### src/rtl/switch_pkg.sv
package switch_pkg;

    // header geometry
    localparam int unsigned BYTE_W  = 8;
    localparam int unsigned HDR_LEN = 16;

    // byte 0 sits in the most significant slot
    typedef logic [0:HDR_LEN-1][BYTE_W-1:0] hdr_t;

    // byte position inside a header
    typedef logic [$clog2(HDR_LEN)-1:0] hdr_idx_t;

endpackage
### src/rtl/hdr_link_if.sv
`timescale 1ns/1ps

interface hdr_link_if import switch_pkg::*; ();

    logic wr;
    // header offered on a write
    hdr_t hdr;
    logic rd;
    logic empty;
    // header held by the latch
    hdr_t rd_hdr;

    modport producer (
        output wr,
        output hdr,
        input  empty
    );

    modport latch (
        input  wr,
        input  hdr,
        input  rd,
        output empty,
        output rd_hdr
    );

    modport consumer (
        output rd,
        input  rd_hdr,
        input  empty
    );

endinterface

### src/rtl/hdr_latch.sv
`timescale 1ns/1ps

module hdr_latch import switch_pkg::*; (
    input logic       clk,
    input logic       rst_n_i,
    hdr_link_if.latch link
);

    logic full_q;
    hdr_t hdr_q;
    logic load;

    // a write while full is dropped
    assign load = link.wr && !full_q;

    always_ff @(posedge clk or negedge rst_n_i) begin
        if (!rst_n_i) begin
            full_q <= 1'b0;
        end else if (load) begin
            full_q <= 1'b1;
        end else if (link.rd && full_q) begin
            full_q <= 1'b0;
        end
    end

    always_ff @(posedge clk) begin
        if (load) begin
            hdr_q <= link.hdr;
        end
    end

    assign link.empty  = ~full_q;
    assign link.rd_hdr = hdr_q;

endmodule

### src/flat_wrapper.sv
// flat-port wrapper written by rule: the top's interface ports become plain ports
module hdr_latch_flat import switch_pkg::*;
  (clk, rst_n_i, link_wr, link_hdr, link_rd, link_empty, link_rd_hdr);
  hdr_link_if link_i ();
  input logic clk;
  input logic rst_n_i;
  input wire logic [$bits(link_i.wr)-1:0] link_wr;
  input wire logic [$bits(link_i.hdr)-1:0] link_hdr;
  input wire logic [$bits(link_i.rd)-1:0] link_rd;
  output wire logic [$bits(link_i.empty)-1:0] link_empty;
  output wire logic [$bits(link_i.rd_hdr)-1:0] link_rd_hdr;
  assign link_i.wr = link_wr;
  assign link_i.hdr = link_hdr;
  assign link_i.rd = link_rd;
  assign link_empty = link_i.empty;
  assign link_rd_hdr = link_i.rd_hdr;
  hdr_latch u_core (.clk(clk), .rst_n_i(rst_n_i), .link(link_i));
endmodule
### config.mk
export PLATFORM = sky130hd
export DESIGN_NAME = hdr_latch_flat
export DESIGN_NICKNAME = d
export VERILOG_FILES = /design/src/rtl/switch_pkg.sv /design/src/rtl/hdr_link_if.sv /design/src/rtl/hdr_latch.sv /design/src/flat_wrapper.sv
export SDC_FILE = /design/constraint.sdc
export NUM_CORES = 1
export LEC_CHECK = 0
export ABC_AREA = 1
export BUFFER_PORTS_ARGS = -buffer_cell sky130_fd_sc_hd__buf_2
export CELL_PAD_IN_SITES_DETAIL_PLACEMENT = 2
export CELL_PAD_IN_SITES_GLOBAL_PLACEMENT = 2
export CORE_AREA = 2 2 119 121
export DETAILED_ROUTE_END_ITERATION = 10
export DIE_AREA = 0 0 121 123
export GPL_ROUTABILITY_DRIVEN = 1
export GPL_TIMING_DRIVEN = 0
export PLACE_DENSITY = 0.84
export SLEW_MARGIN = 10
export SYNTH_ARGS = -nofsm -noshare
export SYNTH_HDL_FRONTEND = slang
export SYNTH_SLANG_ARGS = --single-unit
### constraint.sdc
create_clock -name clk -period 7.1 [get_ports clk]
set_input_delay 0.355 -clock clk [delete_from_list [all_inputs] [get_ports clk]]
set_output_delay 0.355 -clock clk [all_outputs]
set_load 0.01 [all_outputs]
Word-level counts from Yosys, hierarchy flattened

Index checks and enable logic that the tools add are counted.

Bits in registers: 129
Latch bits: 0
RAM bits: 0
ROM bits: 0
Output and inout bits: 129
Word-level logic and storage cells: 24
Memories kept: 0

Add/sub/neg operators: 0
Multiply operators: 0
Div/mod/pow operators: 0
$lt $le $gt $ge: 0
Equality and inequality tests: 0
Shifts and indexed selects: 0
Multiplexer cells: 2
Bitwise logic cells: 1
Reduce and logical (&&, ||, !) cells: 4

Operators by type and width:

| cell               | count |
|---|---|
| 1-bit logical AND  | 2 |
| 1-bit two-way mux  | 2 |
| 2-bit nonzero test | 1 |
| 1-bit logical NOT  | 1 |
| 1-bit NOT          | 1 |

Depth between registers and ports, before layout

Gate-level depths: netlist (run 1).

Word-level depth: 3
Mapped depth: 3
Gate-level depth less buffers: 3

Least setup slack after synthesis (run 1)

No wires, ideal clock.

Path kind: register -> register
Start point: register u_core.full_q
End point: register u_core.hdr_q (netlist bit u_core.link.rd_hdr[0]) (enable)
Arrival: 2.988 ns
Required time: 6.619 ns
Setup slack: 3.631 ns
Stages on the path, launching flop included: 4
Buffers on the path: 0
Period minus slack after synthesis: 3.469 ns
Cells stage by stage: dfrtp_1 > inv_2 > nand2_2 > inv_1

Longest elaborated chain between the ends: 2

RTL lines:

| what                   | RTL line        | RTL |
|---|---|---|
| start, declared        | hdr_latch.sv:9  | `logic full_q;` |
| start signal, assigned | hdr_latch.sv:18 | `full_q <= 1'b0;` |
| start signal, assigned | hdr_latch.sv:20 | `full_q <= 1'b1;` |
| start signal, assigned | hdr_latch.sv:22 | `full_q <= 1'b0;` |
| 1-bit logical NOT      | hdr_latch.sv:14 | `assign load = link.wr && !full_q;` |
| 1-bit logical AND      | hdr_latch.sv:14 |  |
| named net u_core.load  | hdr_latch.sv:11 | `logic load;` |
| end signal, assigned   | hdr_latch.sv:28 | `hdr_q <= link.hdr;` |
| end, declared          | hdr_latch.sv:10 | `hdr_t hdr_q;` |

The timed path passes the listed nets, and every way through them passes these cells.
A chain may end at the register's enable or synchronous reset.

Final worst setup path (run 1)

Start point: register u_core.full_q
End point: register u_core.hdr_q (netlist bit u_core.link.rd_hdr[122]) (enable)

Same word-level chain as after synthesis.

==> flow_summary.ini, run 1 <==
[worst_setup_path]
crit_fanout = 65
endpoint_kind = flip-flop
cp_slowest_cell = inv_6
arrival_ns = 1.83
path_cells = inv_2 > nand2_2 > inv_6 > buf_16
crit_family = buffers and inverters
critPathBufInv = 3
critical_path_class = flip-flop to flip-flop
critPathLaunchType = flip-flop
crit_required_ns = 7.18
critical-path-max-stage-delay_ns = 0.43

[global_route]
grtUsageMet2_pct = 27.5
grt_pass1_vias = 2800
grt_max_degree = 66
antenna_found_initial = 1
grt_pass1_wl_mm = 15.7
met3_usage_pct = 7.01
use_met1_pct = 13.6
grt.overflow.total = 0
grt.total_usage_pct = 15.1
busiest_layer = met2

[synth]
synth_area_leaders = edfxtp_1 (99%), dfrtp_1 (0.64%), nand2_2 (0.32%)
synth.avg_cell_area_um2 = 28.9
synth_top_cell_by_area = edfxtp_1
synthesis.area_um2 = 3900
ys_seq_elements = 129
syn-num-nets = 267
yosys_warnings = 0
synth_seq_area_share_pct = 99.3
synthDominantCellAreaShare_pct = 98.7
syn_inst = 135
yosysUniqueCellTypes = 6

[place]
io_buffers = 260
gp_congestion = 0.653
place_area_um2 = 5460
post-dp-hpwl_mm = 8.42

[route]
drc = 0
first_pass_iters = 3
num_vias = 2467
antenna_left = 0
wl_per_cell_um = 18.1
vias_per_cell = 4.05
wl_mm = 11.0
drt_iter0_markers = 100

[timing]
period_needed_ns = 1.75
maxSlewViolCount = 0
max_freq_mhz = 571
fin_worst_skew_ns = 0.00439
worst_slew_pin_slew_ns = 0.601
tns_ns = 0
final_hold_viol_count = 0
rsz0062_at_grt = no
setup_viol = 0
min_period_over_period_pct = 24.7
max_slew_margin_pct = 59.9

[layout]
area_growth_pct = 56.2
most-common-layout-cells = buf_2 (260), edfxtp_1 (128), clkbuf_16 (17)
final_layout_size_suffix_gt1_share_pct = 68.8
ff_latch_area_um2 = 3870
n_fill_cell = 1343
nNetsFinal = 548
layout_commonest_cell = buf_2
multiInputGateArea_um2 = 16.3
design_area_um2 = 6080
antenna_cells = 0

[power_and_ir_drop]
vdd_ir_drop_max_mv = 0.167
total_leakage_power_uw = 0.00257
p_per_area_nw_per_um2 = 324

[clocking]
numCtsBuffers = 17
clockRootBuffer = clkbuf_16
post_cts_buffers = 0
cts_tree = yes
clk_latency_ns = 0.41
clockBufferDepth = 2
cts_htree_levels = 4
path_clk_slew_ns = 0.06
cts.sinks = 129

[die]
dieArea_um2 = 14900
fp.dieW_um = 121
start_util_pct = 28.6
placementRows = 43
fp.coreArea_um2 = 13600
pin_count = 261
die_y_um = 123

[job]
drv_cap = 0

[min_path]
hold_class = input pin to flip-flop

[status]
run_status = completed
-- metal layers --
metal | wire [um] | part of all wire [%] | up-vias
li1 | - | - | 1111
met1 | 3480 | 31 | 1173
met2 | 6180 | 56 | 160
met3 | 1140 | 10 | 21
met4 | 238 | 2.2 | 2
met5 | 8 | 0.072 | -
-- repair_timing --
action / CTS / global route
hold buffers: 1 / 0
endpoints found under the hold margin: 1 / 0
resized for setup: 0 / 0
-- state kept, by name (all words and copies together) (netlist names) --
name,cells
u_core.link.rd_hdr,128
u_core.full_q,1
-- final timing paths --
| kind | start | end | slack (ns) | cells after the start |
|---|---|---|---|---|
| min in group asynchronous | rst_n_i | u_core.full_q | 0.25 | 2 |
| max in group asynchronous | rst_n_i | u_core.full_q | 6.76 | 2 |
| max reg2reg | u_core.full_q | u_core.link.rd_hdr[122] | 5.35 | 4 |
| min reg2reg | u_core.full_q | u_core.full_q | 0.56 | 2 |
| min | link_hdr[121] | u_core.link.rd_hdr[121] | 0.11 | 1 |
| max | u_core.full_q | u_core.link.rd_hdr[122] | 5.35 | 4 |
-- logic make-up after synthesis --
family        Yosys count  synth area share [%]
flops                 129                  99.3
buf+inv                 3                 0.289
simple gates            3                 0.417
-- final cells by class --
| type | count | share of cell area [%] |
|---|---|---|
| clock buffers | 18 | 7.05 |
| clock inverters | 14 | 3.13 |
| inverters | 3 | 0.267 |
| multi-input cells | 3 | 0.267 |
| flip-flops and latches | 129 | 63.6 |
| well taps | 180 | 3.70 |
| repair buffers | 262 | 22.0 |
-- cell usage after synthesis --
cell type    n
dfrtp_1      1
edfxtp_1   128
inv_1        2
inv_2        1
nand2_1      1
nand2_2      2
-- metrics by stage --
step / setup WS [ns] / std cells / power [uW] / util (%) / hold slack, ns
finish: 5.35 / 609 / 1970 / 44.7 / 0.115
global route: 5.23 / 609 / 2050 / 44.7 / 0.0844
CTS: 5.32 / 609 / 2010 / 44.7 / 0.0840
detailed placement: 5.34 / 576 / 1090 / 40.1 / 0.137
global placement: 2.82 / 575 / 1090 / 39.8 / 0.132
floorplan: 3.63 / 135 / 993 / - / 0.0594
-- report_power, final --
part | switching (uW) | internal (uW)
clock network | 313 | 585
logic | 89.5 | 61.5
registers | 14.0 | 907
(Power assumes the default switching activity.)
==> inputs of run 2 (changes only) <==
--- a/config.mk
+++ b/config.mk
@@ -9,12 +9,12 @@
 export BUFFER_PORTS_ARGS = -buffer_cell sky130_fd_sc_hd__buf_2
 export CELL_PAD_IN_SITES_DETAIL_PLACEMENT = 2
 export CELL_PAD_IN_SITES_GLOBAL_PLACEMENT = 2
-export CORE_AREA = 2 2 119 121
+export CORE_AREA = 2 2 131 133
 export DETAILED_ROUTE_END_ITERATION = 10
-export DIE_AREA = 0 0 121 123
+export DIE_AREA = 0 0 133 135
 export GPL_ROUTABILITY_DRIVEN = 1
 export GPL_TIMING_DRIVEN = 0
-export PLACE_DENSITY = 0.84
+export PLACE_DENSITY = 0.74
 export SLEW_MARGIN = 10
 export SYNTH_ARGS = -nofsm -noshare
 export SYNTH_HDL_FRONTEND = slang
==> constraint.sdc (replaced) <==
create_clock -name clk -period 1.5 [get_ports clk]
set_input_delay 0.075 -clock clk [delete_from_list [all_inputs] [get_ports clk]]
set_output_delay 0.075 -clock clk [all_outputs]
set_load 0.01 [all_outputs]
==> flow_summary.ini, run 2 <==
[die]
start_util_pct = 23.7
die_y_um = 135
pin_count = 261
fp.dieW_um = 133
placementRows = 47

[place]
place_area_um2 = 5540
post-dp-hpwl_mm = 8.79
gp_congestion = 0.676
io_buffers = 260

[synth]
synth_ff_type = edfxtp_1
syn-num-nets = 267
synth.avg_cell_area_um2 = 28.9
synth.most_common_cell = edfxtp_1
synthArstFlopShare_pct = 0.775
yosys_warnings = 0
ys_seq_elements = 129
yosysUniqueCellTypes = 6
synthDominantCellAreaShare_pct = 98.7
synth_top_cell_by_area = edfxtp_1
synth_edf_count = 128
syn_inst = 135
synthesis.area_um2 = 3900
synth_seq_area_share_pct = 99.3
synth_area_leaders = edfxtp_1 (99%), dfrtp_1 (0.64%), nand2_2 (0.32%)
synth_commonest_cells = edfxtp_1 (128), inv_1 (2), nand2_2 (2)

[clocking]
cts.sinks = 129
cts-resized-gates = 0
numCtsBuffers = 17
cts_htree_levels = 4
post_cts_buffers = 1
clockBufferDepth = 2
clockRootBuffer = clkbuf_16
postCtsHoldBufs = 132

[status]
run_status = aborted with a tool error
run.stop_error = [ERROR RSZ-0060] Max buffer count reached.
stop_stage = clock tree synthesis (4_1_cts)
-- run 2: cells by family after synthesis --
kind of cell           count (synthesis)  share of synthesized area [%]
buffers and inverters                  3                          0.289
flip-flops                           129                           99.3
AND/OR/NAND/NOR                        3                          0.417
-- run 2: per-stage QoR --
step           hold slack (ns)  std cells  setup slack (ns)
2_1_floorplan           -0.221        135             -1.26
3_3_place_gp            -0.136        615             -1.99
3_5_place_dp            -0.135        618            -0.387
==> inputs of run 3 (changes only) <==
--- a/config.mk
+++ b/config.mk
@@ -7,14 +7,12 @@
 export LEC_CHECK = 0
 export ABC_AREA = 1
 export BUFFER_PORTS_ARGS = -buffer_cell sky130_fd_sc_hd__buf_2
-export CELL_PAD_IN_SITES_DETAIL_PLACEMENT = 2
-export CELL_PAD_IN_SITES_GLOBAL_PLACEMENT = 2
-export CORE_AREA = 2 2 131 133
+export CORE_AREA = 2 2 102 104
 export DETAILED_ROUTE_END_ITERATION = 10
-export DIE_AREA = 0 0 133 135
+export DIE_AREA = 0 0 104 106
 export GPL_ROUTABILITY_DRIVEN = 1
 export GPL_TIMING_DRIVEN = 0
-export PLACE_DENSITY = 0.74
+export PLACE_DENSITY_LB_ADDON = 0.15
 export SLEW_MARGIN = 10
 export SYNTH_ARGS = -nofsm -noshare
 export SYNTH_HDL_FRONTEND = slang
==> constraint.sdc (replaced) <==
create_clock -name clk -period 2 [get_ports clk]
set_input_delay 0.1 -clock clk [delete_from_list [all_inputs] [get_ports clk]]
set_output_delay 0.1 -clock clk [all_outputs]
set_load 0.01 [all_outputs]
==> flow_summary.ini, run 3 <==
[clocking]
postCtsHoldBufs = 114
clockBufferDepth = 2
numCtsBuffers = 17
cts_htree_levels = 4
cts.sinks = 129
clockRootBuffer = clkbuf_8
post_cts_buffers = 0
cts-resized-gates = 0

[status]
stop_stage = clock tree synthesis (4_1_cts)
run_status = aborted with a tool error
run.stop_error = [ERROR RSZ-0060] Max buffer count reached.

[die]
placementRows = 37
fp.dieW_um = 104
pin_count = 261
start_util_pct = 39.0
die_y_um = 106

[synth]
ys_seq_elements = 129
synthDominantCellAreaShare_pct = 98.7
synthArstFlopShare_pct = 0.775
synth_ff_type = edfxtp_1
synth.most_common_cell = edfxtp_1
yosys_warnings = 0
synth_seq_area_share_pct = 99.3
syn-num-nets = 267
synthesis.area_um2 = 3900
synth_edf_count = 128
synth_top_cell_by_area = edfxtp_1
synth_commonest_cells = edfxtp_1 (128), inv_1 (2), nand2_2 (2)
syn_inst = 135
synth_area_leaders = edfxtp_1 (99%), dfrtp_1 (0.64%), nand2_2 (0.32%)
synth.avg_cell_area_um2 = 28.9
yosysUniqueCellTypes = 6

[place]
dpl_worst_slack_ns = 0.191
gp_congestion = 0.730
io_buffers = 260
post-dp-hpwl_mm = 6.70
==> run 3: cell counts after synthesis <==
No cell type changed its count.
==> run 3: cells by family after synthesis <==
kind of cell	Yosys count	synth area share [%]
buffers and inverters	3	0.289
flip-flops	129	99.3
AND/OR/NAND/NOR	3	0.417
==> run 3: per-stage QoR <==
step / TNS [ns] / util, % / std cells / instance area [um2] / hold slack [ns]
global placement: -183.06 / 53.7 / 531 / 5370 / -0.124
detailed placement: 0 / 54.4 / 534 / 5440 / -0.122
floorplan: -96.70 / - / 135 / 3900 / -0.196
