`src/rtl/switch_pkg.sv`:
```
package switch_pkg;

    // header geometry
    localparam int unsigned BYTE_W  = 8;
    localparam int unsigned HDR_LEN = 16;

    // byte 0 sits in the most significant slot
    typedef logic [0:HDR_LEN-1][BYTE_W-1:0] hdr_t;

    // byte position inside a header
    typedef logic [$clog2(HDR_LEN)-1:0] hdr_idx_t;

endpackage
```
`src/rtl/flow_pkg.sv`:
```
package flow_pkg;

    import switch_pkg::*;

    localparam int unsigned DATA_W      = 32;
    localparam int unsigned TBL_IDX_W   = 8;
    localparam int unsigned CTRL_ADDR_W = TBL_IDX_W + 1;

    // bits between the valid flag and set_off
    localparam int unsigned RSVD_W = DATA_W - 1 - $bits(hdr_idx_t) - BYTE_W;

    // raw view for the controller, entry view for the stages
    typedef union packed {
        logic [DATA_W-1:0] raw;
        struct packed {
            logic              valid;
            logic [RSVD_W-1:0] rsvd;
            hdr_idx_t          set_off;
            logic [BYTE_W-1:0] set_val;
        } entry;
    } flow_word_t;

endpackage

```
`src/rtl/hdr_link_if.sv`:
```
`timescale 1ns/1ps

interface hdr_link_if import switch_pkg::*; ();

    logic wr;
    // header offered on a write
    hdr_t hdr;
    logic rd;
    logic empty;
    // header held by the latch
    hdr_t rd_hdr;

    modport producer (
        output wr,
        output hdr,
        input  empty
    );

    modport latch (
        input  wr,
        input  hdr,
        input  rd,
        output empty,
        output rd_hdr
    );

    modport consumer (
        output rd,
        input  rd_hdr,
        input  empty
    );

endinterface

```
`src/rtl/match_action_stage.sv`:
```
`timescale 1ns/1ps

module match_action_stage import switch_pkg::*, flow_pkg::*; #(
    parameter int unsigned KEY_OFF = 0
) (
    input  logic                 clk,
    input  logic                 rst_n_i,
    hdr_link_if.consumer         in_link,
    hdr_link_if.producer         out_link,
    output logic                 lookup_req_o,
    output logic [TBL_IDX_W-1:0] lookup_idx_o,
    input  flow_word_t           entry_i
);

    localparam logic [1:0] S_IDLE  = 2'd0;
    localparam logic [1:0] S_WAIT  = 2'd1;
    localparam logic [1:0] S_WRITE = 2'd2;

    logic [1:0] state_q;
    logic [1:0] state_d;
    logic       start;
    hdr_t       hdr_q;
    hdr_t       hdr_rewr;

    // take a header only when the next latch can hold the result
    assign start = (state_q == S_IDLE) && !in_link.empty && out_link.empty;

    assign in_link.rd   = start;
    assign lookup_req_o = start;
    // key comes straight from the latch, table answers next cycle
    assign lookup_idx_o = TBL_IDX_W'(in_link.rd_hdr[KEY_OFF]);

    always_comb begin
        hdr_rewr = hdr_q;
        if (entry_i.entry.valid) begin
            hdr_rewr[entry_i.entry.set_off] = entry_i.entry.set_val;
        end
    end

    always_comb begin
        state_d = state_q;
        case (state_q)
            S_IDLE: begin
                if (start) begin
                    state_d = S_WAIT;
                end
            end
            S_WAIT: begin
                state_d = S_WRITE;
            end
            S_WRITE: begin
                state_d = S_IDLE;
            end
            default: begin
                state_d = S_IDLE;
            end
        endcase
    end

    always_ff @(posedge clk or negedge rst_n_i) begin
        if (!rst_n_i) begin
            state_q <= S_IDLE;
        end else begin
            state_q <= state_d;
        end
    end

    // capture on read, rewrite when the entry is back
    always_ff @(posedge clk) begin
        if (start) begin
            hdr_q <= in_link.rd_hdr;
        end else if (state_q == S_WAIT) begin
            hdr_q <= hdr_rewr;
        end
    end

    assign out_link.wr  = (state_q == S_WRITE);
    assign out_link.hdr = hdr_q;

endmodule

```
`src/flat_wrapper.sv`:
```
// flat-port wrapper written by rule: the top's interface ports become plain ports
module match_action_stage_flat import switch_pkg::*, flow_pkg::*;
#(
    parameter int unsigned KEY_OFF = 0
)
  (clk, rst_n_i, lookup_req_o, lookup_idx_o, entry_i, in_link_rd, in_link_rd_hdr, in_link_empty, out_link_wr, out_link_hdr, out_link_empty);
  hdr_link_if in_link_i ();
  hdr_link_if out_link_i ();
  input  logic clk;
  input  logic rst_n_i;
  output logic lookup_req_o;
  output logic [TBL_IDX_W-1:0] lookup_idx_o;
  input  flow_word_t entry_i;
  output wire logic [$bits(in_link_i.rd)-1:0] in_link_rd;
  input wire logic [$bits(in_link_i.rd_hdr)-1:0] in_link_rd_hdr;
  input wire logic [$bits(in_link_i.empty)-1:0] in_link_empty;
  output wire logic [$bits(out_link_i.wr)-1:0] out_link_wr;
  output wire logic [$bits(out_link_i.hdr)-1:0] out_link_hdr;
  input wire logic [$bits(out_link_i.empty)-1:0] out_link_empty;
  assign in_link_rd = in_link_i.rd;
  assign in_link_i.rd_hdr = in_link_rd_hdr;
  assign in_link_i.empty = in_link_empty;
  assign out_link_wr = out_link_i.wr;
  assign out_link_hdr = out_link_i.hdr;
  assign out_link_i.empty = out_link_empty;
  match_action_stage #(.KEY_OFF(KEY_OFF)) u_core (.clk(clk), .rst_n_i(rst_n_i), .in_link(in_link_i), .out_link(out_link_i), .lookup_req_o(lookup_req_o), .lookup_idx_o(lookup_idx_o), .entry_i(entry_i));
endmodule
```
`config.mk`:
```
export PLATFORM = sky130hd
export DESIGN_NAME = match_action_stage_flat
export DESIGN_NICKNAME = d
export VERILOG_FILES = /design/src/rtl/switch_pkg.sv /design/src/rtl/flow_pkg.sv /design/src/rtl/hdr_link_if.sv /design/src/rtl/match_action_stage.sv /design/src/flat_wrapper.sv
export SDC_FILE = /design/constraint.sdc
export NUM_CORES = 1
export LEC_CHECK = 0
export BUFFER_PORTS_ARGS = -buffer_cell sky130_fd_sc_hd__clkbuf_2
export CAP_MARGIN = 0
export CORE_ASPECT_RATIO = 0.9
export CORE_MARGIN = 2
export CORE_UTILIZATION = 38
export CTS_CLUSTER_SIZE = 28
export DETAILED_ROUTE_END_ITERATION = 10
export PLACE_DENSITY = 0.77
export SLEW_MARGIN = 20
export SYNTH_ARGS = -nofsm -noshare
export SYNTH_HDL_FRONTEND = slang
export SYNTH_SLANG_ARGS = --single-unit
```
`constraint.sdc`:
```
create_clock -name clk -period 2.3 [get_ports clk]
set_input_delay 0.46 -clock clk [delete_from_list [all_inputs] [get_ports clk]]
set_output_delay 0.46 -clock clk [all_outputs]
set_load 0.005 [all_outputs]
```
# [Word level (Yosys, flattened, before mapping)]
# Cells that the tools add are included.
[op_classes] magnitude_cmp=2 bitwise=1 reduce_logical=8 muxes=8 n_eq_ne=3
[op_table] op="$mux 128" n=3
[op_table] op="$bwmux 128" n=1
[op_table] op="$demux 8 s4" n=1
[op_table] op="$mux 8" n=1
[op_table] op="$ge 5x5->1 const B" n=1
[op_table] op="$lt 5x1->1 const B" n=1
[op_table] op="$not 4->5" n=1
[op_table] op="$pmux 2 s2" n=1
[op_table] op="$reduce_bool 2->1" n=2
[op_table] op="$logic_and 1x1->1" n=3
[op_table] op="$eq 2x1->1 const B" n=1
[op_table] op="$eq 2x2->1 const B" n=1
[op_table] op="$logic_not 2->1" n=1
[op_table] op="$mux 2" n=1
[op_table] op="$ne 2x2->1 const B" n=1
[op_table] op="$reduce_and 2->1" n=1
[op_table] op="$logic_not 1->1" n=1
[totals] out_inout_bits=139 word_cells=39 inputBits=164 regBits=130

# [Depth between registers and ports, before layout]
# Gate-level depths: netlist (run 1).
[depth] word_depth=9 ltp_mapped=7

# [Worst setup path before layout (run 1)]
# Ideal clock, no wire load.
[synth_path] path_kind="input to output" from="in in_link_empty" to="out lookup_req_o" arrival_time_ps=1629 n_path_buf=4 required_ps=1840 stages=6 slack_ps=211 cell_sequence="or4b_1 > buf_2 > inv_1 > buf_2 > buf_2 > buf_4"
[synth_via] elab_chain_cells=3
[synth_lines] item="from (decl)" line="flat_wrapper.sv:16" rtl="input wire logic [$bits(in_link_i.empty)-1:0] in_link_empty;"
[synth_lines] item="$logic_not 1->1" line="match_action_stage.sv:26" rtl="assign start = (state_q == S_IDLE) && !in_link.empty && out_link.empty;"
[synth_lines] item="$logic_and 1x1->1 (2 in a row)" line="match_action_stage.sv:26"
[synth_lines] item="to (decl)" line="flat_wrapper.sv:11" rtl="output logic lookup_req_o;"
# No other way between the ends.

# [Worst setup path after layout (run 1)]
[layout_path] from="reg u_core.state_q[0]" to="out in_link_rd"
[layout_via] elab_chain_cells=3
[layout_lines] item="from (decl)" line="match_action_stage.sv:19" rtl="logic [1:0] state_q;"
[layout_lines] item="from (signal assigned)" line="match_action_stage.sv:64" rtl="state_q <= state_d;"
[layout_lines] item="$logic_not 2->1" line="match_action_stage.sv:26"
[layout_lines] item="$logic_and 1x1->1 (2 in a row)" line="match_action_stage.sv:26"
[layout_lines] item="to (decl)" line="flat_wrapper.sv:14" rtl="output wire logic [$bits(in_link_i.rd)-1:0] in_link_rd;"
# No other way between the ends.

==> implementation parameters, run 1 <==
Parameter                              Value

Cells and area
  Diodes inserted ... 0
  Final #Nets ... 839
  Share of cells above drive strength 1 ... 50.9%
  Signed area change from the synthesized netlist to the final layout ... 38.1%
  Filler Cell Count ... 1,288
  Fraction of the core area covered by cells at the end of the flow ... 53.8%

Power and ir drop
  Pleak ... 3.24 nW
  Switching share of total power ... 23.9%
  Sw Pwr ... 1.46 mW
  Power share of the sequential group ... 45.7%
  IR drop worst, VDD ... 544 uV
  Pwr/cell area ... 770 nW/um^2
  Internal power ... 4.63 mW
  Clock network fraction of total power ... 42.6%
  Part of the power in combinational logic ... 11.7%

Clocking
  Clock transition at the registers of the reported paths ... 60 ps
  Htree depth ... 4
  CTS sink count ... 130
  Clock insertion delay at the later pin of the skew report ... 400 ps
  Longest Clk Path Bufs ... 2
  Clk Tree Root Cell ... clkbuf_16
  CTS buffer count ... 17
  TritonCTS clock tree ... yes
  Post-CTS Setup Bufs ... 0

Global routing
  Maximum number of pins on one net before global-route repair ... 76
  Initial antenna violation count ... 0
  GRT overflow ... 0
  First-pass GRT wire length ... 28.3 mm
  Overall fraction of global-route tracks in use ... 23.7%
  Via count of the first global-routing pass ... 4,894

Hold path
  Type of the worst min-delay path ... in -> reg

Detailed routing
  DRC violation total after the first TritonRoute iteration ... 504
  WL/cell ... 21.8 um
  Post-detailed-route count of antenna-violating nets ... 0
  Final wirelength ... 19.3 mm
  Via total after detailed routing ... 4,956
  Router iterations before antenna repair ... 5
  Drt drc ... 0
  Vias per inst ... 5.59

Setup path
  Delay of the slowest cell on the worst path ... 610 ps
  Worst-path maximum fanout ... 8
  Required time at the worst-slack endpoint ... 1840 ps
  Crit start category ... register
  Type of the worst setup path ... reg -> out
  Worst reg-to-reg setup slack ... 340 ps
  Worst setup EP type ... output pin
  Cells along the critical path ... or4b_4, inv_4, clkbuf_2
  Slowest stage cell on the critical path ... or4b_4
  WP data arrival ... 1710 ps

Die
  Die height ... 120 um
  Cell Rows ... 42
  Die Outline Area ... 16,100 um^2
  Core area ... 14,700 um^2
  I/O pins ... 303
  Horizontal die dimension ... 133 um
  Initial standard-cell utilization of the core ... 38.9%

Timing
  Final setup violating endpoints ... 0
  Final period util ... 94.3%
  F_max ... 461 MHz
  RSZ-0062 raised after global routing ... false
  Slew at the pin closest to its max-slew limit ... 838 ps
  Final hold vios ... 0
  Post-route clock skew ... 9.66 ps
  Post-layout min period ... 2170 ps
  Total Negative Setup Slacks ... 0 ps
  Final number of max-transition violations ... 0
  Worst max-slew margin expressed relative to the limit ... 43.8%

Logic synthesis
  Post-synthesis cell area ... 5730 um^2
  Synth area leader ... edfxtp_1
  Synth unique cells ... 22
  Sequential area share after synthesis ... 68.0%
  Synth top area share ... 67.1%
  Synthesized net count ... 564
  Yosys warning total ... 0
  Top post-synthesis cells by area ... edfxtp_1 67%, a32o_1 17%, o21ai_0 4.2%
  Post-synthesis cell count ... 400
  Syn_area_per_cell ... 14.3 um^2
  #FFs+latches synth ... 130

Placement
  Number of buffer cells added on primary ports ... 283
  Detailed-placement wirelength estimate ... 13.5 mm
  Routability-driven placement congestion ratio ... 0.830

Job
  Max-cap violation count ... 0

Outcome
  Outcome ... finished, final reports clean
-- worst paths after layout --
path                                    start                       to  cells past startpoint
max                         u_core.state_q[0]               in_link_rd                      3
min                        in_link_rd_hdr[99]  u_core.out_link.hdr[99]                      3
max reg2reg                 u_core.state_q[0]  u_core.out_link.hdr[85]                      4
min reg2reg                 u_core.state_q[1]        u_core.state_q[1]                      1
max in group asynchronous             rst_n_i        u_core.state_q[1]                      2
min in group asynchronous             rst_n_i        u_core.state_q[0]                      2
-- power by group through the flow --
stage | clock, mW | combinational, mW | sequential [mW]
2_1_floorplan | 0 | 0.301 | 2.84
3_3_place_gp | 0 | 0.681 | 2.83
3_5_place_dp | 0 | 0.705 | 2.83
4_1_cts | 2.63 | 0.711 | 2.78
5_1_grt | 2.73 | 0.767 | 2.79
6_report | 2.59 | 0.712 | 2.78
-- cell usage in the layout, fill, tap and decap left out, types with 3 or more instances in the layout --
cell type	instances
edfxtp_1	128
clkbuf_2	283
buf_4	27
clkinv_2	5
a32o_1	96
o21ai_0	48
nand2_1	47
and2_1	3
clkinv_4	3
nor2b_1	4
clkbuf_16	17
-- routing by layer --
metal  GRT usage, %  vias up  share of wire [%]
li1               -     2185                  -
met1           31.1     2424                 40
met2           39.2      320                 50
met3           5.83       27                8.9
met4           7.45        0                1.6
met5              0        -                  0
-- kinds of logic (layout without fill, tap and decap cells) --
kind of cell           after synthesis  in the layout  share of synthesized area, %
AO/OA/AOI/OAI                      144            144                          21.0
buffers and inverters               59            347                          5.77
flip-flops                         130            130                          68.0
AND/OR/NAND/NOR                     67             67                          5.31
-- cells in the mapped netlist, drive strengths merged --
master	instances
o21ai	48
and2	3
nor2b	6
nand3	2
nor2	2
or4b	1
nand2	47
or2	1
a32o	96
and3	1
nand2b	2
inv	2
buf	34
nor3	1
clkbuf	23
dfrtp	2
edfxtp	128
and3b	1
-- flip-flops by register name, indices dropped and copies added, names as in the netlist --
signal	count
u_core.state_q	2
u_core.out_link.hdr	128
-- cell type report --
type                    count  area, um^2  area share [%]
clock buffers              17         425            5.38
clock inverters            15         143            1.80
inverters                   2        10.0           0.127
multi-input cells         211        1520            19.2
flip-flops and latches    130        3890            49.2
well taps                 198         248            3.13
repair buffers            313        1670            21.1
-- what timing repair did --
action / CTS / global route
gates resized for setup: 1 / 0
setup endpoints to repair: 2 / 0
hold buffers: 1 / 0
hold endpoints to repair: 2 / 0
-- worst max-delay path: cells and delay by family (launching register included) --
family / cells / cell delay [ps]
buffers and inverters: 2 / 290
DFF: 1 / 400
and+or+nand+nor: 1 / 610
-- metrics by stage --
stage          instance area [um^2]  hold slack (ps)  cells  setup slack (ps)  total power, mW
3_3_place_gp                   7330              247    853               156             3.51
3_5_place_dp                   7330              253    853               123             3.54
5_1_grt                        7910              316    886              65.0             6.29
4_1_cts                        7910              313    886               117             6.12
6_report                       7910              326    886               131             6.09
2_1_floorplan                  5730              164    400               211             3.14
Power figures use the tool's default switching activity.
==> run 2: changes to the inputs <==
--- a/config.mk
+++ b/config.mk
@@ -13,4 +13,5 @@
 export CTS_CLUSTER_SIZE = 28
 export DETAILED_ROUTE_END_ITERATION = 10
+export GPL_TIMING_DRIVEN = 1
 export PLACE_DENSITY = 0.77
 export SLEW_MARGIN = 20
==> constraint.sdc (replaced) <==
create_clock -name clk -period 2.3 [get_ports clk]
set_input_delay 0.345 -clock clk [delete_from_list [all_inputs] [get_ports clk]]
set_output_delay 0.345 -clock clk [all_outputs]
set_load 0.005 [all_outputs]
==> implementation parameters, run 2 (synthesis gave the netlist of run 1 again) <==
Parameter                              Value

Timing
  F_max ... 457 MHz (-0.99%)
  RSZ-0062 raised after global routing ... false
  Final setup violating endpoints ... 0 (unchanged)
  Post-layout min period ... 2190 ps (+21.8 ps)
  Total Negative Setup Slacks ... 0 ps (unchanged)
  Final number of max-transition violations ... 0 (unchanged)
  Worst max-slew margin expressed relative to the limit ... 47.0% (+3.1 points)
  Final hold vios ... 0 (unchanged)
  Final period util ... 95.2% (+0.95 points)
  Slew at the pin closest to its max-slew limit ... 792 ps (-46.4 ps)
  Worst hold margin ... 211 ps (-115 ps)
  Post-route clock skew ... 7.96 ps (-1.71 ps)

Setup path
  Top cell family by delay on the critical path ... simple AND/OR/NAND/NOR gates
  WP data arrival ... 1850 ps (+140 ps)
  Slowest stage cell on the critical path ... or4b_4
  Worst setup EP type ... output pin
  CP Buf/Inv Count ... 3 (+1)
  Cells along the critical path ... or4b_4, inv_4, buf_16, clkbuf_2
  Crit start category ... register
  Delay of the slowest cell on the worst path ... 580 ps (-30 ps)
  Type of the worst setup path ... reg -> out
  Worst-path maximum fanout ... 28 (+20)
  Required time at the worst-slack endpoint ... 1960 ps (+120 ps)

Cells and area
  Filler Cell Count ... 1,285 (-0.23%)
  Fraction of the core area covered by cells at the end of the flow ... 53.7% (about the same)
  Final #Nets ... 840 (+0.12%)
  Signed area change from the synthesized netlist to the final layout ... 37.9% (about the same)
  Max FFs per register ... 128 (unchanged)
  Most common cell after layout, fill and taps aside ... clkbuf_2
  Share of cells above drive strength 1 ... 51.1% (+0.22 points)
  Commonest cells after routing, fill and taps aside ... 283 x clkbuf_2, 128 x edfxtp_1, 96 x a32o_1, 48 x o21ai_0, 47 x nand2_1
  Diodes inserted ... 0 (unchanged)

Die
  Cell Rows ... 42 (unchanged)
  Initial standard-cell utilization of the core ... 38.9% (unchanged)
  Horizontal die dimension ... 133 um (unchanged)
  I/O pins ... 303 (unchanged)
  Die Outline Area ... 16,100 um^2 (unchanged)
  Die height ... 120 um (unchanged)
  Core area ... 14,700 um^2 (unchanged)

Power and ir drop
  Overall power after layout ... 5.86 mW (-3.8%)
  Internal power ... 4.42 mW (-4.5%)
  Pwr/cell area ... 741 nW/um^2 (-3.7%)
  Switching share of total power ... 24.5% (+0.63 points)
  Part of the power in combinational logic ... 12.3% (+0.6 points)
  Clock network fraction of total power ... 40.2% (-2.4 points)
  Power share of the sequential group ... 47.5% (+1.8 points)
  Sw Pwr ... 1.44 mW (-1.2%)
  IR drop worst, VDD ... 628 uV (+15%)
  Pleak ... 3.25 nW (+0.12%)

Global routing
  Initial antenna violation count ... 0 (unchanged)
  First-pass GRT wire length ... 28.4 mm (+0.29%)
  Overall fraction of global-route tracks in use ... 23.8% (+0.063 points)
  Maximum number of pins on one net before global-route repair ... 43 (-43%)
  Via count of the first global-routing pass ... 4,908 (+0.29%)
  GRT overflow ... 0 (unchanged)

Placement
  Routability-driven placement congestion ratio ... 0.836 (+0.69%)
  Number of buffer cells added on primary ports ... 283 (unchanged)
  Detailed-placement wirelength estimate ... 13.4 mm (-1.1%)

Clocking
  Clock insertion delay at the later pin of the skew report ... 400 ps (about the same)
  TritonCTS clock tree ... yes
  Longest Clk Path Bufs ... 2 (unchanged)
  Clock transition at the registers of the reported paths ... 60 ps (about the same)
  CTS sink count ... 130 (unchanged)
  Htree depth ... 4 (unchanged)
  Clk Tree Root Cell ... clkbuf_16
  CTS buffer count ... 17 (unchanged)

Job
  Max-cap violation count ... 0 (unchanged)

Detailed routing
  Via total after detailed routing ... 4,984 (+0.56%)
  Drt drc ... 0 (unchanged)
  Final wirelength ... 19.2 mm (-0.53%)
  Vias per inst ... 5.62 (+0.45%)
  Post-detailed-route count of antenna-violating nets ... 0 (unchanged)
  Router iterations before antenna repair ... 5 (unchanged)
  DRC violation total after the first TritonRoute iteration ... 511 (+1.4%)
  WL/cell ... 21.6 um (-0.64%)

Outcome
  Outcome ... finished, final reports clean

Hold path
  Type of the worst min-delay path ... in -> reg
-- run 2: layout make-up --
| type | count | area (um^2) | area share [%] |
|---|---|---|---|
| repair buffers | 314 | 1710 | 21.6 |
| inverters | 2 | 10.0 | 0.127 |
| flip-flops and latches | 130 | 3890 | 49.3 |
| clock inverters | 15 | 95.1 | 1.20 |
| well taps | 198 | 248 | 3.13 |
| multi-input cells | 211 | 1520 | 19.3 |
| clock buffers | 17 | 425 | 5.38 |
-- run 2: tightest hold or removal path: stages --
cell	delay (ps)
clkbuf_2	70
nand2_1	30
o21ai_0	50
-- run 2: routing by layer --
layer	GRT usage [%]	up-vias	routed length [um]
met2	39.2	334	9400
met1	30.7	2428	7480
met3	6.75	26	1980
met5	0	-	0
met4	7.38	0	322
li1	-	2196	-
-- run 2: path summary, 6_finish.rpt --
kind                       cells after the start  slack [ps]                from                 endpoint
hold / removal                                 3         210  in_link_rd_hdr[67]  u_core.out_link.hdr[67]
max in group asynchronous                      2        1910             rst_n_i        u_core.state_q[0]
setup reg to reg                               5         240   u_core.state_q[1]  u_core.out_link.hdr[43]
hold reg to reg                                1         470   u_core.state_q[1]        u_core.state_q[1]
min in group asynchronous                      2         280             rst_n_i        u_core.state_q[1]
setup / recovery                               4         110   u_core.state_q[1]             lookup_req_o
-- run 2: power groups by stage --
| stage | combinational, mW | clock (mW) | sequential, mW |
|---|---|---|---|
| global placement | 0.679 | 0 | 2.83 |
| global route | 0.779 | 2.49 | 2.79 |
| floorplan | 0.301 | 0 | 2.84 |
| finish | 0.722 | 2.35 | 2.78 |
| detailed placement | 0.698 | 0 | 2.83 |
| CTS | 0.718 | 2.39 | 2.78 |
-- run 2: timing repair --
action / CTS / global route
buffers inserted: 0 / 2
cloned: 1 / 0
pin swaps: 0 / 1
endpoints found under the hold margin: 2 / 0
endpoints found under the setup margin: 2 / 2
gates resized for setup: 2 / 0
hold buffers: 1 / 0
-- run 2: through the flow --
| step | worst slack [ps] | cells | area [um^2] |
|---|---|---|---|
| after CTS | 44.4 | 885 | 7890 |
| after detailed placement | 189 | 851 | 7310 |
| after global routing | 43.8 | 887 | 7900 |
| final | 110 | 887 | 7900 |
| after floorplan | 371 | 400 | 5730 |
| after global placement | 216 | 851 | 7310 |
==> run 3: changes to the inputs <==
- MAX_ROUTING_LAYER: unset -> met4
- clock period: 2.3 -> 2.15 ns (I/O delays scaled with it)
==> implementation parameters, run 3 (synthesis gave the netlist of run 1 again) <==
Parameter                              Value

Setup path
  Delay of the slowest cell on the worst path ... 590 ps (about the same)
  Cells along the critical path ... or4b_4, inv_8, buf_16, clkbuf_2
  Slowest stage cell on the critical path ... or4b_4
  Worst setup EP type ... output pin
  WP data arrival ... 1750 ps (-100 ps)
  Required time at the worst-slack endpoint ... 1830 ps (-130 ps)
  Type of the worst setup path ... reg -> out
  Crit start category ... register
  Worst-path maximum fanout ... 14 (-50%)

Detailed routing
  Router iterations before antenna repair ... 5 (unchanged)
  Final wirelength ... 19.2 mm (+0.35%)
  DRC violation total after the first TritonRoute iteration ... 443 (-13%)
  WL/cell ... 21.6 um (about the same)
  Post-detailed-route count of antenna-violating nets ... 0 (unchanged)
  Vias per inst ... 5.67 (+0.94%)
  Via total after detailed routing ... 5,048 (+1.3%)
  Drt drc ... 0 (unchanged)

Cells and area
  Fraction of the core area covered by cells at the end of the flow ... 54.4% (+0.67 points)
  Max FFs per register ... 128 (unchanged)
  Signed area change from the synthesized netlist to the final layout ... 39.7%
  Filler Cell Count ... 1,288 (+0.23%)
  Most common cell after layout, fill and taps aside ... clkbuf_2
  Finished Cell Area ... 8000 um^2 (+1.3%)
  Diodes inserted ... 0 (unchanged)
  Commonest cells after routing, fill and taps aside ... 283 x clkbuf_2, 128 x edfxtp_1, 96 x a32o_1, 48 x o21ai_0, 47 x nand2_1
  Register Area ... 3890 um^2 (unchanged)
  Area of the multi-input gates ... 1520 um^2 (unchanged)
  Non-Filler Instances ... 890 (+0.34%)
  Final #Nets ... 843 (+0.36%)
  Share of cells above drive strength 1 ... 50.6% (-0.51 points)

Timing
  Final period util ... 96.6%
  Final setup violating endpoints ... 0 (unchanged)
  Post-route clock skew ... 8.15 ps (+0.197 ps)
  Slew at the pin closest to its max-slew limit ... 805 ps (+12.7 ps)
  F_max ... 482 MHz
  Post-layout min period ... 2080 ps
  Post-route worst setup slack ... 73.9 ps (-35.8 ps)
  Total Negative Setup Slacks ... 0 ps (unchanged)
  Worst hold margin ... 197 ps (-14.9 ps)
  Final number of max-transition violations ... 0 (unchanged)
  Worst max-slew margin expressed relative to the limit ... 46.1% (-0.85 points)
  Final hold vios ... 0 (unchanged)
  RSZ-0062 raised after global routing ... false

Clocking
  Longest Clk Path Bufs ... 2 (unchanged)
  CTS sink count ... 130 (unchanged)
  Clock transition at the registers of the reported paths ... 60 ps (about the same)
  CTS buffer count ... 17 (unchanged)
  Htree depth ... 4 (unchanged)
  TritonCTS clock tree ... yes
  Clock insertion delay at the later pin of the skew report ... 410 ps (about the same)
  Clk Tree Root Cell ... clkbuf_16

Global routing
  Busiest layer in global routing ... met2
  GRT overflow ... 0 (unchanged)
  Overall fraction of global-route tracks in use ... 24.4% (+0.63 points)
  Initial antenna violation count ... 0 (unchanged)
  Maximum number of pins on one net before global-route repair ... 60 (+40%)
  Global Route met3 Usage ... 5.79% (-0.96 points)
  Routing usage on met1 ... 30.9% (+0.26 points)
  First-pass GRT wire length ... 28.3 mm (-0.17%)
  Met2 global-route usage ... 38.7% (-0.58 points)
  Via count of the first global-routing pass ... 5,026 (+2.4%)

Placement
  Number of buffer cells added on primary ports ... 283 (unchanged)
  Placed cell area ... 7350 um^2 (+0.51%)
  Placed cell count ... 851 (unchanged)
  Detailed-placement wirelength estimate ... 13.3 mm (-0.31%)
  Pre-CTS setup slack ... 55.3 ps (-133 ps)
  Routability-driven placement congestion ratio ... 0.827 (-1.0%)

Die
  Core area ... 14,700 um^2 (unchanged)
  Die height ... 120 um (unchanged)
  I/O pins ... 303 (unchanged)
  Die Outline Area ... 16,100 um^2 (unchanged)
  Initial standard-cell utilization of the core ... 38.9% (unchanged)
  Cell Rows ... 42 (unchanged)
  Horizontal die dimension ... 133 um (unchanged)

Power and ir drop
  Pwr/cell area ... 796 nW/um^2 (+7.3%)
  Pleak ... 3.27 nW (+0.86%)
  IR drop worst, VDD ... 586 uV (-6.6%)
  Overall power after layout ... 6.37 mW (+8.7%)

Outcome
  Outcome ... finished, final reports clean

Hold path
  Type of the worst min-delay path ... in -> reg

Job
  Max-cap violation count ... 0 (unchanged)
## run 3: cell types whose count changed in the layout (fill, tap and decap cells not counted), sizes merged, moves of 2 or more
cell / delta
clkinvlp: +2
buf: +2
clkinv: -5
clkbuf: +3
## run 3: report_power, final
part           total (mW)  internal [mW]  leakage [nW]  switching [mW]
logic               0.800          0.352          1.79           0.448
registers            2.98           2.94          1.24          0.0365
clock network        2.59           1.57         0.252            1.02
total                6.37           4.86          3.27            1.51
## run 3: final cells by class
cell class                 instances  share of cell area, %
sequential                       130                   48.7
timing repair buffer             317                   22.4
multi-input combinational        211                   19.0
clock buffer                      20                   5.46
tap                              198                   3.10
clock inverter                    12                   1.16
inverter                           2                  0.188
## run 3: what timing repair did
| item | in CTS | in global routing |
|---|---|---|
| hold buffers | 1 | 0 |
| cloned | 2 | 0 |
| setup endpoints to repair | 2 | 2 |
| gates resized for setup | 3 | 1 |
| endpoints found under the hold margin | 2 | 0 |
| pin swaps | 1 | 1 |
| setup buffers | 1 | 3 |
## run 3: per-layer routing
layer | up-vias | wire [um]
li1 | 2200 | -
met1 | 2476 | 7600
met2 | 333 | 9280
met3 | 39 | 1870
met4 | 0 | 495
met5 | - | 0
## run 3: critical path, delay by kind of cell, from the launching register on
family / cells / cell delay [ps]
and+or+nand+nor: 1 / 590
buffers and inverters: 3 / 360
DFF: 1 / 390
## run 3: final timing paths
check,from,to,slack (ps),depth (start not counted)
max,u_core.state_q[1],in_link_rd,70,4
min,in_link_rd_hdr[99],u_core.out_link.hdr[99],200,3
max reg2reg,u_core.state_q[1],u_core.out_link.hdr[43],100,5
min reg2reg,u_core.state_q[1],u_core.state_q[1],480,1
max in group asynchronous,rst_n_i,u_core.state_q[1],1780,2
min in group asynchronous,rst_n_i,u_core.state_q[0],260,2
